[src/verilog/testbus_pkg.sv]
package testbus_pkg;

   // ********************
   // Test bus word and slot select
   typedef logic [15:0] word_t;
   typedef logic [5:0]  sel_t;

   // One lane sample as seen by the monitor
   typedef struct packed {
      logic  valid;
      logic  err;
      word_t data;
   } lane_sample_t;

   localparam int    MON_SLOTS = 32;
   localparam word_t SIGNATURE = 16'haa55;

   // ********************
   // Slot numbering, slot 0 is the signature
   localparam int SLOT_VALID_CNT = 1;
   localparam int SLOT_ERR_CNT   = 2;
   localparam int SLOT_LAST_DATA = 3;
   localparam int SLOT_MAX_DATA  = 4;
   localparam int SLOT_MIN_DATA  = 5;
   localparam int SLOT_CHECKSUM  = 6;

   // Values one lane monitor produces
   localparam int MON_COUNT = 6;

endpackage

[src/verilog/apb_pkg.sv]
package apb_pkg;

   typedef logic [7:0] addr_t;

   // ********************
   // APB request, driven by the master
   typedef struct packed {
      logic        psel;
      logic        penable;
      logic        pwrite;
      addr_t       paddr;
      logic [31:0] pwdata;
   } apb_req_t;

   // APB response, driven by the slave
   typedef struct packed {
      logic        pready;
      logic        pslverr;
      logic [31:0] prdata;
   } apb_rsp_t;

   // ********************
   // Register map, lane n select sits at ADDR_SEL_BASE + 4n
   localparam addr_t ADDR_SEL_BASE = 8'h00;
   localparam addr_t ADDR_RDSEL    = 8'h10;
   localparam addr_t ADDR_DATA     = 8'h14;
   localparam addr_t ADDR_CLR      = 8'h18;

endpackage

[src/verilog/lane_stat_mon.sv]
`timescale 1ns/1ps

module lane_stat_mon #(
   parameter int NUM_MON = testbus_pkg::MON_COUNT
) (
   input  logic                      clk,
   input  logic                      rst_n,
   input  testbus_pkg::lane_sample_t sample,
   input  logic                      clr,
   output testbus_pkg::word_t        mon [NUM_MON]
);

   testbus_pkg::word_t valid_cnt;
   testbus_pkg::word_t err_cnt;
   testbus_pkg::word_t last_data;
   testbus_pkg::word_t max_data;
   testbus_pkg::word_t min_data;
   testbus_pkg::word_t checksum;
   testbus_pkg::word_t stat [testbus_pkg::MON_COUNT];

   // ********************
   // Statistics, clear wins over a sample in the same cycle
   always_ff @(posedge clk or negedge rst_n) begin
      if (!rst_n) begin
         valid_cnt <= '0;
         err_cnt   <= '0;
         last_data <= '0;
         max_data  <= '0;
         min_data  <= 16'hffff;
         checksum  <= '0;
      end else if (clr) begin
         valid_cnt <= '0;
         err_cnt   <= '0;
         last_data <= '0;
         max_data  <= '0;
         min_data  <= 16'hffff;
         checksum  <= '0;
      end else if (sample.valid) begin
         // Counters wrap at 16 bits
         valid_cnt <= valid_cnt + 16'd1;
         if (sample.err) begin
            err_cnt <= err_cnt + 16'd1;
         end
         last_data <= sample.data;
         if (sample.data > max_data) begin
            max_data <= sample.data;
         end
         if (sample.data < min_data) begin
            min_data <= sample.data;
         end
         checksum <= checksum ^ sample.data;
      end
   end

   // ********************
   // Output index i carries slot i+1
   assign stat[testbus_pkg::SLOT_VALID_CNT - 1] = valid_cnt;
   assign stat[testbus_pkg::SLOT_ERR_CNT - 1]   = err_cnt;
   assign stat[testbus_pkg::SLOT_LAST_DATA - 1] = last_data;
   assign stat[testbus_pkg::SLOT_MAX_DATA - 1]  = max_data;
   assign stat[testbus_pkg::SLOT_MIN_DATA - 1]  = min_data;
   assign stat[testbus_pkg::SLOT_CHECKSUM - 1]  = checksum;

   for (genvar i = 0; i < NUM_MON; i++) begin : g_mon
      if (i < testbus_pkg::MON_COUNT) begin : g_stat
         assign mon[i] = stat[i];
      end else begin : g_unused
         assign mon[i] = '0;
      end
   end

   // Error count only moves on a valid sample or a clear
   a_err_cnt_hold: assert property (@(posedge clk) disable iff (!rst_n)
      !sample.valid && !clr |=> $stable(err_cnt));

endmodule

[src/verilog/mon_mux_lane.sv]
`timescale 1ns/1ps

module mon_mux_lane #(
   parameter int NUM_MON = testbus_pkg::MON_COUNT
) (
   input  testbus_pkg::sel_t  sel,
   input  testbus_pkg::word_t mon [NUM_MON],
   output testbus_pkg::word_t dig_test_dout_lane
);

   // ********************
   // Slot 0 is the signature, slots past the monitor values read zero
   always_comb begin
      dig_test_dout_lane = '0;
      if (sel == '0) begin
         dig_test_dout_lane = testbus_pkg::SIGNATURE;
      end
      for (int i = 1; i <= NUM_MON; i++) begin
         if (i < testbus_pkg::MON_SLOTS && int'(sel) == i) begin
            dig_test_dout_lane = mon[i - 1];
         end
      end
   end

   // Checked after the mux settles
   always_comb begin
      if (sel == '0) begin
         a_sel_signature: assert final (dig_test_dout_lane == testbus_pkg::SIGNATURE);
      end
      if (int'(sel) > NUM_MON) begin
         a_sel_zero: assert final (dig_test_dout_lane == '0);
      end
   end

endmodule

[src/verilog/testbus_regs.sv]
`timescale 1ns/1ps

module testbus_regs #(
   parameter int NUM_LANES = 2
) (
   input  logic                  clk,
   input  logic                  rst_n,
   input  apb_pkg::apb_req_t     apb_req,
   output apb_pkg::apb_rsp_t     apb_rsp,
   output testbus_pkg::sel_t     sel [NUM_LANES],
   output logic [NUM_LANES-1:0]  clr,
   input  testbus_pkg::word_t    lane_dout [NUM_LANES]
);

   localparam int LANE_W = (NUM_LANES > 1) ? $clog2(NUM_LANES) : 1;

   logic                 access;
   logic [NUM_LANES-1:0] sel_hit;
   logic                 hit_rdsel;
   logic                 hit_data;
   logic                 hit_clr;
   logic                 err;
   logic                 wr_ok;
   logic [LANE_W-1:0]    rdsel;
   logic [31:0]          rdata;

   // ********************
   // Address decode
   assign access = apb_req.psel && apb_req.penable;

   for (genvar n = 0; n < NUM_LANES; n++) begin : g_hit
      assign sel_hit[n] = (apb_req.paddr == apb_pkg::ADDR_SEL_BASE + 8'(4 * n));
   end

   assign hit_rdsel = (apb_req.paddr == apb_pkg::ADDR_RDSEL);
   assign hit_data  = (apb_req.paddr == apb_pkg::ADDR_DATA);
   assign hit_clr   = (apb_req.paddr == apb_pkg::ADDR_CLR);

   // Unmapped address, DATA is read only, RDSEL past the last lane
   assign err = !(|sel_hit || hit_rdsel || hit_data || hit_clr)
              || (apb_req.pwrite && hit_data)
              || (apb_req.pwrite && hit_rdsel && apb_req.pwdata >= 32'(NUM_LANES));

   assign wr_ok = access && apb_req.pwrite && !err;

   // ********************
   // Registers
   always_ff @(posedge clk or negedge rst_n) begin
      if (!rst_n) begin
         for (int n = 0; n < NUM_LANES; n++) begin
            sel[n] <= '0;
         end
         rdsel <= '0;
      end else if (wr_ok) begin
         for (int n = 0; n < NUM_LANES; n++) begin
            if (sel_hit[n]) begin
               sel[n] <= apb_req.pwdata[5:0];
            end
         end
         if (hit_rdsel) begin
            rdsel <= apb_req.pwdata[LANE_W-1:0];
         end
      end
   end

   // One cycle clear pulse per lane
   always_ff @(posedge clk or negedge rst_n) begin
      if (!rst_n) begin
         clr <= '0;
      end else if (wr_ok && hit_clr) begin
         clr <= apb_req.pwdata[NUM_LANES-1:0];
      end else begin
         clr <= '0;
      end
   end

   // ********************
   // Read data, CLR reads zero
   always_comb begin
      rdata = '0;
      for (int n = 0; n < NUM_LANES; n++) begin
         if (sel_hit[n]) begin
            rdata = 32'(sel[n]);
         end
      end
      if (hit_rdsel) begin
         rdata = 32'(rdsel);
      end
      if (hit_data) begin
         rdata = 32'(lane_dout[rdsel]);
      end
   end

   assign apb_rsp.pready  = 1'b1;
   assign apb_rsp.pslverr = access && err;
   assign apb_rsp.prdata  = rdata;

   // Access phase always follows a setup phase
   a_penable_psel: assert property (@(posedge clk) disable iff (!rst_n)
      apb_req.penable |-> apb_req.psel && $past(apb_req.psel && !apb_req.penable));

endmodule

[src/verilog/testbus_top.sv]
`timescale 1ns/1ps

module testbus_top #(
   parameter int NUM_LANES = 2,
   parameter int NUM_MON   = testbus_pkg::MON_COUNT
) (
   input  logic                      clk,
   input  logic                      rst_n,
   input  apb_pkg::apb_req_t         apb_req,
   output apb_pkg::apb_rsp_t         apb_rsp,
   input  testbus_pkg::lane_sample_t lanes [NUM_LANES],
   output testbus_pkg::word_t        dig_test_dout [NUM_LANES]
);

   testbus_pkg::sel_t    sel [NUM_LANES];
   logic [NUM_LANES-1:0] clr;

   // ********************
   // Register block
   testbus_regs #(
      .NUM_LANES (NUM_LANES)
   ) testbus_regs_i (
      .clk       (clk),
      .rst_n     (rst_n),
      .apb_req   (apb_req),
      .apb_rsp   (apb_rsp),
      .sel       (sel),
      .clr       (clr),
      .lane_dout (dig_test_dout)
   );

   // ********************
   // One monitor and one test bus mux per lane
   for (genvar n = 0; n < NUM_LANES; n++) begin : g_lane
      testbus_pkg::word_t mon [NUM_MON];

      lane_stat_mon #(
         .NUM_MON (NUM_MON)
      ) lane_stat_mon_i (
         .clk    (clk),
         .rst_n  (rst_n),
         .sample (lanes[n]),
         .clr    (clr[n]),
         .mon    (mon)
      );

      mon_mux_lane #(
         .NUM_MON (NUM_MON)
      ) mon_mux_lane_i (
         .sel                (sel[n]),
         .mon                (mon),
         .dig_test_dout_lane (dig_test_dout[n])
      );
   end

endmodule

[config.mk]
export PLATFORM = sky130hd
export DESIGN_NAME = testbus_top
export DESIGN_NICKNAME = d
export VERILOG_FILES = /design/src/verilog/testbus_pkg.sv /design/src/verilog/apb_pkg.sv /design/src/verilog/lane_stat_mon.sv /design/src/verilog/mon_mux_lane.sv /design/src/verilog/testbus_regs.sv /design/src/verilog/testbus_top.sv
export SDC_FILE = /design/constraint.sdc
export NUM_CORES = 1
export LEC_CHECK = 0
export ABC_AREA = 1
export BUFFER_PORTS_ARGS = -buffer_cell sky130_fd_sc_hd__buf_2
export CAP_MARGIN = 10
export CORE_MARGIN = 2
export CORE_UTILIZATION = 40
export CTS_CLUSTER_DIAMETER = 80
export CTS_CLUSTER_SIZE = 20
export DETAILED_ROUTE_END_ITERATION = 6
export GPL_ROUTABILITY_DRIVEN = 1
export PLACE_DENSITY = 0.7
export SLEW_MARGIN = 15
export SYNTH_ARGS = -nofsm -noshare
export SYNTH_HDL_FRONTEND = slang
export SYNTH_HIERARCHICAL = 1
export SYNTH_SLANG_ARGS = --single-unit
[constraint.sdc]
create_clock -name clk -period 3.3 [get_ports clk]
set_clock_uncertainty 0.1 [all_clocks]
set_input_delay 0.33 -clock clk [delete_from_list [all_inputs] [get_ports clk]]
set_output_delay 0.33 -clock clk [all_outputs]
set_load 0.005 [all_outputs]
# Word level (Yosys, flattened, before mapping)
# Cells that the tools add are included.
[op_classes]
mux = 52
eq_ne = 16
addsub = 4
reduce_logical = 36
order_cmp = 6
bitwise_logic = 3
[op_table]
columns = ["operator", "n"]
rows = [
  ["$mux 16", 48],
  ["$add 16x1->16 const B", 4],
  ["$eq 6x4->1 const B", 6],
  ["$ge 32x2->1 const B", 1],
  ["$gt 16x16->1", 2],
  ["$lt 16x16->1", 2],
  ["$xor 16x16->16", 2],
  ["$eq 6x3->1 const B", 4],
  ["$eq 8x5->1 const B", 3],
  ["$mux 6", 3],
  ["$reduce_and 2->1", 9],
  ["$reduce_bool 2->1", 8],
  ["$eq 6x2->1 const B", 2],
  ["$logic_not 6->1", 2],
  ["$eq 8x3->1 const B", 1],
  ["$logic_and 1x1->1", 8],
  ["$logic_not 8->1", 1],
  ["$logic_or 1x1->1", 5],
  ["$ge 2x2->1 const B", 1],
  ["$logic_not 1->1", 2],
  ["$mux 2", 1],
  ["$not 1->2", 1],
  ["$reduce_or 2->1", 1],
]
[totals]
out_inout_bits = 66
wordCells = 133
reg_bits = 207
inputBits = 81

# Depth between registers and ports, before layout
# Gate-level depths: netlist of the first run.
[logic_depth]
depth_word = 12
mapped_depth = 15
mapped_depth_nobuf = 14

# Modules after synthesis
# Netlist of the first run, hierarchy kept.
[modules_own_cells]
columns = ["module", "cells_each", "n_inst", "seq_area_each_um2", "area_per_inst_um2"]
rows = [
  ["lane_stat_mon", 691, 2, 2422.3, 5338.9],
  ["mon_mux_lane", 190, 2, 0.0, 915.9],
  ["testbus_regs", 230, 1, 375.4, 1436.4],
]

# Worst setup path after synthesis of the first run
# No wires, ideal clock.
[synth_path]
path_kind = "reg2out"
startpoint = "register testbus_regs_i/sel[5] in the netlist's numbering"
endpoint = "output port apb_rsp[1] in the netlist's numbering"
stages_incl_launch_ff = 9
required_time_ns = 2.870
slack_ns = 1.205
n_path_buf = 1
arrival_ns = 1.665
cell_sequence = "dfrtp_1 > nor2_4 > nand2_2 > nor3_4 > buf_4 > nand2_1 > nand4_1 > nor2_1 > o311ai_0"
[synth_lines]
columns = ["item", "line", "source"]
rows = [
  ["start, declared", "testbus_regs.sv:10", "output testbus_pkg::sel_t sel [NUM_LANES],"],
  ["start signal, assigned by index", "testbus_regs.sv:57", "sel[n] <= apb_req.pwdata[5:0];"],
  ["end, declared", "testbus_top.sv:10", "output apb_pkg::apb_rsp_t apb_rsp,"],
]

==> metrics, run 1 <==
CP peak stage delay=0.46 ns; Yosys top cell area share=0.3140; GP Congestion=0.9015; Post-synth top cells=569 x nand2_1, 259 x inv_1, 212 x nand3_1; Synth area leaders=dfrtp_1 31%, nand2_1 15%, nand3_1 7.6%; Least-Margin Pin Slew=0.8656 ns; Final Max Slew Viols=0; initial DRC count=1231; first-pass GRT wire length=68500 µm; period utilisation layout=0.9514; total leakage power=0.008201 µW; gr usage total=0.2345; worst min-delay path category=in2reg; async set-reset flop share out of synthesis=1.000; worst path cell trace=nor2_4 -> nand2_2 -> nor3_4 -> nand2_1 -> nand4_1 -> nor2_1 -> o311ai_0 -> buf_4 -> buf_2; Syn Area/Cell=7.001 µm²; fraction of layout cells with a size suffix above 1=0.1419; YS warnings=6; Metal-1 WL=18120 µm; delay-heaviest family, CP=simple AND/OR/NAND/NOR gates; Slew HR=0.4223; Fmax=318.5 MHz; Critical R2R Launch=g_lane[1].lane_stat_mon_i/max_data[7]$_DFFE_PN0P_; Synth-to-Final Area Change=11.75%; IO Port Bufs=129; CP Max Fanout=7; failing checks=design-rule violations; Skew-Pair Late Insertion Delay=0.50 ns; metal2 WL=20370 µm; placed cell count=2534; Pwr Density=535.1 nW/µm²; Post-synth top flop=dfrtp_1; Post-Route WL=42640 µm; RSZ-0062 raised after global routing=false; Die Y=190.7 µm; area leader, netlist=dfrtp_1; critical path's slowest cell=dfrtp_1; Residual DRC=1; Routed Antenna Nets=0; CP startpoint kind=flip-flop; Synth Register Bits=207; Rows=68; Netlist Area Pre-Place=13950 µm²; Die ar.=36370 µm²; met3 wire len=2626 µm; CP Data Arrival Time=2.71 ns; Routed wire per std cell=16.60 µm; CTS Buf Count=15; Critical Path RT=2.87 ns; DP Wirelength=31310 µm; Clk Tree Root Cell=clkbuf_16; max-cap violations=0; reg2reg end=g_lane[1].lane_stat_mon_i/max_data[2]$_DFFE_PN0P_; Longest Clk Path Bufs=3; Starting Density=0.4047; CTS H-tree depth=1; Final Hold Vio Count=0; critical path class=reg2out; Max IR drop VDD=0.0002887 V; Cells after Synth=1992; Clock Pin Slew Worst Setup and Hold Paths=0.08 ns; initial antenna violation count=0; core area=34460 µm²; io pins=147; die width=190.7 µm; most common cell in the netlist=nand2_1; Distinct cells, synth=41; number of detailed-route iterations in the first pass=7; NumNets Final=2254; Final Instance Count excl. Fillers=2569; number of vias per cell=5.308; Worst R2R Setup Slack=0.56 ns; Max Used Layer=met4; CTS sink count=207; CTS tree=yes; hold_sp=apb_req[4]; kind of end point of the critical path=output port; final setup fails=0; clock period minus worst slack=3.140 ns; grt ovf=0; number of flops mapped to enable cells by yosys=0; TNS Setup=0 ns; via count=13636; number of buffers and inverters on the critical path=2; Fillers=3525; # diodes=0; status=complete, but fails checks; Worst Hold End=testbus_regs_i/sel[4]$_DFFE_PN0P_; register area share after synthesis=0.3743; Cells on Worst Hold Path=3; reg2reg path depth=10; number of global-route vias before repair=13094; largest net degree at the start of global routing=76
-- area by class of cell --
cell class	instances	area, µm²	area share
clock buffers	19	390.4	0.02505
multi-input cells	1434	7262	0.4660
flip-flops and latches	207	5221	0.3350
inverters	275	1032	0.06623
well taps	455	569.3	0.03653
repair buffers	174	1067	0.06848
clock inverters	5	42.54	0.002730
-- registers in the layout (all words and copies together) (netlist names) --
signal and cells:
g_lane.lane_stat_mon_i/min_data 32, testbus_regs_i/rdsel 1, g_lane.lane_stat_mon_i/checksum 32, testbus_regs_i/sel 12
g_lane.lane_stat_mon_i/err_cnt 32, g_lane.lane_stat_mon_i/valid_cnt 32, testbus_regs_i/clr 2, g_lane.lane_stat_mon_i/last_data 32
g_lane.lane_stat_mon_i/max_data 32
-- worst min-delay path: stages --
cell and delay [ns]:
buf_2 0.12, nand4_1 0.08, nand2_1 0.05
-- worst max-delay path by stage --
stage	startpoint	endpoint	cells after the start
after floorplan	testbus_regs_i/sel[5]$_DFFE_PN0P_	apb_rsp[1]	8
after global placement	testbus_regs_i/sel[1]$_DFFE_PN0P_	apb_rsp[1]	9
after detailed placement	testbus_regs_i/sel[1]$_DFFE_PN0P_	apb_rsp[4]	10
after CTS	testbus_regs_i/sel[5]$_DFFE_PN0P_	apb_rsp[3]	11
after global routing	testbus_regs_i/sel[3]$_DFFE_PN0P_	apb_rsp[1]	11
final	testbus_regs_i/sel[10]$_DFFE_PN0P_	apb_rsp[2]	9
-- metal layers --
layer / track usage / vias to the layer above
met1: 0.3050 / 6446
li1: - / 6653
met3: 0.03239 / 84
met2: 0.3999 / 453
met5: 0 / -
met4: 0.07990 / 0
-- through the flow --
step	hold WS, ns	util	instance area (µm²)	power, µW	setup slack [ns]
after floorplan	-0.06559	-	14000	5676	1.205
after global placement	0.3091	0.4363	15030	6398	0.5140
after detailed placement	0.3077	0.4363	15030	6524	0.4765
after CTS	0.01299	0.4495	15490	8378	0.008152
after global routing	0.03590	0.4523	15580	8998	0.02358
final	0.03215	0.4523	15580	8339	0.1604
-- report_power, final --
part	leakage (µW)	total [µW]	switching [µW]	internal, µW
clock network	0.000213	1830	971	863
logic	0.00547	2540	1570	970
registers	0.00252	3960	639	3320
total	0.00820	8340	3180	5150
-- layout by cell type (no fill, tap or decap), types with 36 or more instances in the layout --
master | netlist | layout
nand2_1 | 569 | 569
nand3_1 | 212 | 212
dfrtp_1 | 175 | 174
inv_1 | 259 | 259
ha_1 | 66 | 66
nand4_1 | 85 | 85
o21ai_0 | 40 | 40
a21oi_1 | 96 | 96
nor2_1 | 200 | 198
buf_4 | 30 | 36
buf_2 | 17 | 128
-- cell families after synthesis --
group,after synthesis,synth area share
adder cells (fa/ha/maj),66,0.05921
other,2,0.0005385
AO/OA/AOI/OAI,192,0.07958
XOR/XNOR,4,0.002512
buffers and inverters,366,0.1097
AND/OR/NAND/NOR,1155,0.3741
flip-flops,207,0.3743
-- repair_timing --
item                                    in CTS  in global routing
hold buffers                                 2                  0
pin swaps                                    0                  4
endpoints found under the hold margin       66                  0
gates resized for setup                      1                  7
endpoints found under the setup margin       2                 10
setup buffers                                0                  9
(Power assumes the default switching activity.)
==> inputs of run 2 (changes only) <==
--- a/config.mk
+++ b/config.mk
@@ -6,7 +6,7 @@
 export NUM_CORES = 1
 export LEC_CHECK = 0
 export ABC_AREA = 1
-export BUFFER_PORTS_ARGS = -buffer_cell sky130_fd_sc_hd__buf_2
+export BUFFER_PORTS_ARGS = -buffer_cell sky130_fd_sc_hd__clkbuf_2
 export CAP_MARGIN = 10
 export CORE_MARGIN = 2
 export CORE_UTILIZATION = 40
@@ -15,7 +15,6 @@
 export DETAILED_ROUTE_END_ITERATION = 6
 export GPL_ROUTABILITY_DRIVEN = 1
 export PLACE_DENSITY = 0.7
-export SLEW_MARGIN = 15
 export SYNTH_ARGS = -nofsm -noshare
 export SYNTH_HDL_FRONTEND = slang
 export SYNTH_HIERARCHICAL = 1
==> run 2 against run 1 <==
Against the previous run: the flow now finishes without violations; non-clock buffer count decreased by 2; routed wire length down 0.45%; clock power hardly changed; register-to-register slack got worse by 0.02 ns; sequential share of layout area stayed put; critical path type unchanged; critical endpoint is now apb_rsp[3]; largest power group unchanged.
==> metrics, run 2 (same netlist as run 1, synthesis figures left out) <==
Final Max Slew Viols=0; CTS Buf Count=15; total area of sequential cells=5221 µm²; final setup fails=0; placed inst area=15020 µm²; IO Port Bufs=129; Clock Pin Slew Worst Setup and Hold Paths=0.08 ns; P_int=5159 µW; Critical Path RT=2.87 ns; Starting Density=0.4047; CTS sink count=207; Pwr Density=535.3 nW/µm²; Routed Antenna Nets=0; Rows=68; Synth-to-Final Area Change=11.75%; number of detailed-route iterations in the first pass=6; initial antenna violation count=0; NumNets Final=2252; sequential fraction of design power=0.474; post-route cell area=15580 µm²; commonest non-fill, non-tap cell in the layout=nand2_1; Slew HR=0.4386; Final Hold Vio Count=0; io pins=147; TNS Setup=0 ns; # diodes=0; CP startpoint kind=flip-flop; Residual DRC=0; Worst R2R Setup Slack=0.54 ns; Clk pwr share=0.220; Least-Margin Pin Slew=0.8412 ns; max-cap violations=0; Fmax=313.5 MHz; CTS tree=yes; via count=13657; Fillers=3451; initial DRC count=1124; clock period minus worst slack=3.190 ns; DP Wirelength=31000 µm; sw frac=0.3815; Die ar.=36370 µm²; worst min-delay path category=in2reg; Post-Route WL=42450 µm; Skew-Pair Late Insertion Delay=0.49 ns; fraction of layout cells with a size suffix above 1=0.1410; RSZ-0062 raised after global routing=false; switching power of the nets=3183 µW; status=finished, final reports clean; die width=190.7 µm; total leakage power=0.008197 µW; CP Max Fanout=20; Clk Tree Root Cell=clkbuf_16; first-pass GRT wire length=68700 µm; GP Congestion=0.8949; period utilisation layout=0.9667; Routed wire per std cell=16.53 µm; number of global-route vias before repair=13161; kind of end point of the critical path=output port; commonest cells after routing, fill and taps aside=569 x nand2_1, 259 x inv_1, 212 x nand3_1; CTS H-tree depth=1; Longest Clk Path Bufs=3; Die Y=190.7 µm; number of vias per cell=5.318; grt ovf=0; largest net degree at the start of global routing=109; CP Data Arrival Time=2.76 ns; area of the multi-input gates=7257 µm²; critical path class=reg2out; Max IR drop VDD=0.0003460 V; core area=34460 µm²; gr usage total=0.2342; Gate power share=0.306
## run 2: metal layers
metal  GRT usage  part of all wire  routed length [µm]
met1      0.3047              0.42               17780
met2      0.4056              0.49               20620
met3     0.02632             0.061                2586
met4     0.07603             0.034                1462
met5           0                 0                   0
## run 2: final timing paths
check	startpoint	end	cells after the start
hold reg to reg	g_lane[0].lane_stat_mon_i/min_data[2]$_DFFE_PN1P_	g_lane[0].lane_stat_mon_i/min_data[2]$_DFFE_PN1P_	2
max in group asynchronous	rst_n	g_lane[0].lane_stat_mon_i/min_data[15]$_DFFE_PN1P_	3
setup reg to reg	g_lane[1].lane_stat_mon_i/max_data[7]$_DFFE_PN0P_	g_lane[1].lane_stat_mon_i/max_data[15]$_DFFE_PN0P_	10
setup / recovery	testbus_regs_i/sel[3]$_DFFE_PN0P_	apb_rsp[3]	12
hold / removal	apb_req[4]	testbus_regs_i/sel[4]$_DFFE_PN0P_	3
min in group asynchronous	rst_n	g_lane[1].lane_stat_mon_i/err_cnt[6]$_DFFE_PN0P_	2
## run 2: through the flow
stage | total power [µW] | cells | hold WS [ns] | worst slack (ns) | util
finish | 8342 | 2568 | 0.02680 | 0.1100 | 0.4523
global placement | 6396 | 2532 | 0.3087 | 0.4473 | 0.4358
global route | 8988 | 2568 | 0.01900 | 0.0004057 | 0.4523
CTS | 8371 | 2560 | 0.01373 | 0.04801 | 0.4495
floorplan | 5676 | 2007 | -0.06559 | 1.205 | -
detailed placement | 6516 | 2532 | 0.3078 | 0.3691 | 0.4358
## run 2: cell type report
class | instances | area share
clock buffers | 20 | 0.02529
clock inverters | 5 | 0.002970
inverters | 275 | 0.06623
multi-input cells | 1434 | 0.4656
flip-flops and latches | 207 | 0.3350
well taps | 455 | 0.03653
repair buffers | 172 | 0.06832
## run 2: what timing repair did
action	CTS	global route
endpoints found under the hold margin	61	0
resized for setup	2	6
hold buffers	2	0
pin swaps	1	5
setup buffers	1	8
setup endpoints to repair	7	11
## run 2: worst max-delay path: stages (launching register included)
cell and delay [ns]:
dfrtp_1 0.42, nor2_1 0.15, buf_6 0.21, inv_2 0.06, nor2_4 0.19, nand3_1 0.12
nand2_1 0.12, nor2_1 0.06, nand4_1 0.20, nor2_1 0.08, o311ai_0 0.34, buf_4 0.19
clkbuf_2 0.11
## run 2: power groups by stage
stage                     logic [µW]  registers, µW  clock network [µW]
final                           2560           3950                1830
after floorplan                 1910           3770                   0
after global routing            2980           4040                1970
after detailed placement        2540           3980                   0
after global placement          2430           3970                   0
after CTS                       2560           3930                1880
==> inputs of run 3 (changes only) <==
--- a/config.mk
+++ b/config.mk
@@ -15,6 +15,7 @@
 export DETAILED_ROUTE_END_ITERATION = 6
 export GPL_ROUTABILITY_DRIVEN = 1
 export PLACE_DENSITY = 0.7
+export SETUP_SLACK_MARGIN = 0.4
 export SYNTH_ARGS = -nofsm -noshare
 export SYNTH_HDL_FRONTEND = slang
 export SYNTH_HIERARCHICAL = 1
==> run 3 against run 2 <==
Against the previous run: sequential power hardly changed; combinational power about the same; sequential share of layout area down 1.6 points; global-route usage grew 0.51 points; register-to-register slack gained 0.24 ns; setup slack better by 0.16 ns; fmax up 5.1%; routed wire length up 2.5%; power about the same; count of clock-buffer cells in the layout did not move; critical path type unchanged.
==> metrics, run 3 (same netlist as run 1, synthesis figures left out) <==
Pwr Density=509.1 nW/µm²; Rows=68; grt ovf=0; GP Congestion=0.8949; placed cell count=2532; reg2reg path depth=10; CTS Buf Count=15; CP Data Arrival Time=2.60 ns; critical path class=reg2out; # diodes=0; CTS tree=yes; Fmax=329.5 MHz; first-pass GRT wire length=70210 µm; via count=13980; commonest non-fill, non-tap cell in the layout=nand2_1; kind of end point of the critical path=output port; number of vias per cell=5.299; number of detailed-route iterations in the first pass=5; largest net degree at the start of global routing=109; Critical Path RT=2.87 ns; initial DRC count=1153; Starting Density=0.4047; Skew-Pair Late Insertion Delay=0.49 ns; hold_sp=apb_req[4]; P_int=5161 µW; Final Hold Vio Count=0; Residual DRC=0; CP startpoint kind=flip-flop; period utilisation layout=0.9196; io pins=147; fraction of layout cells with a size suffix above 1=0.1837; Worst setup endpoint=apb_rsp[4]; commonest cells after routing, fill and taps aside=556 x nand2_1, 258 x inv_1, 206 x nand3_1; Max IR drop VDD=0.0003410 V; Synth-to-Final Area Change=17.58%; Critical R2R Launch=g_lane[1].lane_stat_mon_i/max_data[7]$_DFFE_PN0P_; Crit. Startpoint=testbus_regs_i/sel[11]$_DFFE_PN0P_; sequential fraction of design power=0.474; Die ar.=36370 µm²; Gate power share=0.307; NumNets Final=2322; Slew HR=0.4272; clock period minus worst slack=3.035 ns; post-route cell area=16400 µm²; RSZ-0062 raised after global routing=true; Clock Pin Slew Worst Setup and Hold Paths=0.09 ns; total leakage power=0.008528 µW; reg2reg end=g_lane[1].lane_stat_mon_i/max_data[13]$_DFFE_PN0P_; worst min-delay path category=in2reg; CP Max Fanout=7; Clk Tree Root Cell=clkbuf_16; status=finished, final reports clean; CTS H-tree depth=1; Die Y=190.7 µm; sw frac=0.3816; initial antenna violation count=0; CTS sink count=207; Routed Antenna Nets=0; placed inst area=15020 µm²; core area=34460 µm²; Longest Clk Path Bufs=3; Routed wire per std cell=16.49 µm; gr usage total=0.2393; DP Wirelength=31000 µm; Final Max Slew Viols=0; Least-Margin Pin Slew=0.8583 ns; max-cap violations=0; final hold slack=0.01844 ns; final setup fails=0; number of global-route vias before repair=13424; Final Instance Count excl. Fillers=2638; Worst R2R Setup Slack=0.78 ns; Clk pwr share=0.219; die width=190.7 µm; TNS Setup=0 ns; IO Port Bufs=129; PnR Total Power=8347 µW; Post-Route WL=43510 µm; switching power of the nets=3186 µW
## run 3: cell type report
class	count	area, µm²
repair buffers	242	1694
multi-input cells	1434	7428
inverters	275	1037
clock inverters	5	46.29
well taps	455	569.3
fillers	3354	18060
clock buffers	20	394.1
flip-flops and latches	207	5228
## run 3: per-layer routing
metal  global-route usage  vias to the layer above  routed length [µm]
met5                    0                        -                   0
met4              0.07961                        0                1609
met3              0.02687                       85                2847
met2               0.4143                      484               21110
met1               0.3108                     6618               17940
li1                     -                     6793                   -
## run 3: per-stage QoR
stage,setup WS [ns],utilization
finish,0.2653,0.4759
CTS,0.3323,0.4658
detailed placement,0.3691,0.4358
global route,0.2231,0.4759
global placement,0.4473,0.4358
floorplan,1.205,-
## run 3: worst min-delay path by stage
stage,slack (ns),end,cells past startpoint
finish,0.02,testbus_regs_i/sel[4]$_DFFE_PN0P_,3
global route,0.02,testbus_regs_i/sel[3]$_DFFE_PN0P_,3
CTS,0.01,testbus_regs_i/sel[5]$_DFFE_PN0P_,3
detailed placement,0.31,g_lane[1].lane_stat_mon_i/err_cnt[6]$_DFFE_PN0P_,1
global placement,0.31,g_lane[1].lane_stat_mon_i/err_cnt[10]$_DFFE_PN0P_,1
floorplan,-0.07,g_lane[0].lane_stat_mon_i/checksum[0]$_DFFE_PN0P_,0
## run 3: worst max-delay path, stage by stage, from the launching register on
cell and delay [ns]:
dfrtp_1 0.44, nor2_4 0.22, buf_6 0.15, buf_6 0.12, nand4_1 0.10, nand3_2 0.13
nor2_2 0.04, nand4_1 0.21, nor2_2 0.08, o311ai_2 0.33, buf_4 0.19, buf_6 0.09
## run 3: repair_timing
action                     4_1_cts  5_1_grt
pin swaps                       35       54
cloned                           1        1
setup endpoints to repair       30       32
setup buffers                   55       22
gates resized for setup         36       49
hold buffers                     2        0
hold endpoints to repair        61        0
## run 3: power groups by stage
stage,Sequential [µW],Clock [µW],Combinational [µW]
floorplan,3770,0,1910
global placement,3970,0,2430
detailed placement,3980,0,2540
CTS,3930,1880,2560
global route,4040,1970,2990
finish,3960,1830,2560
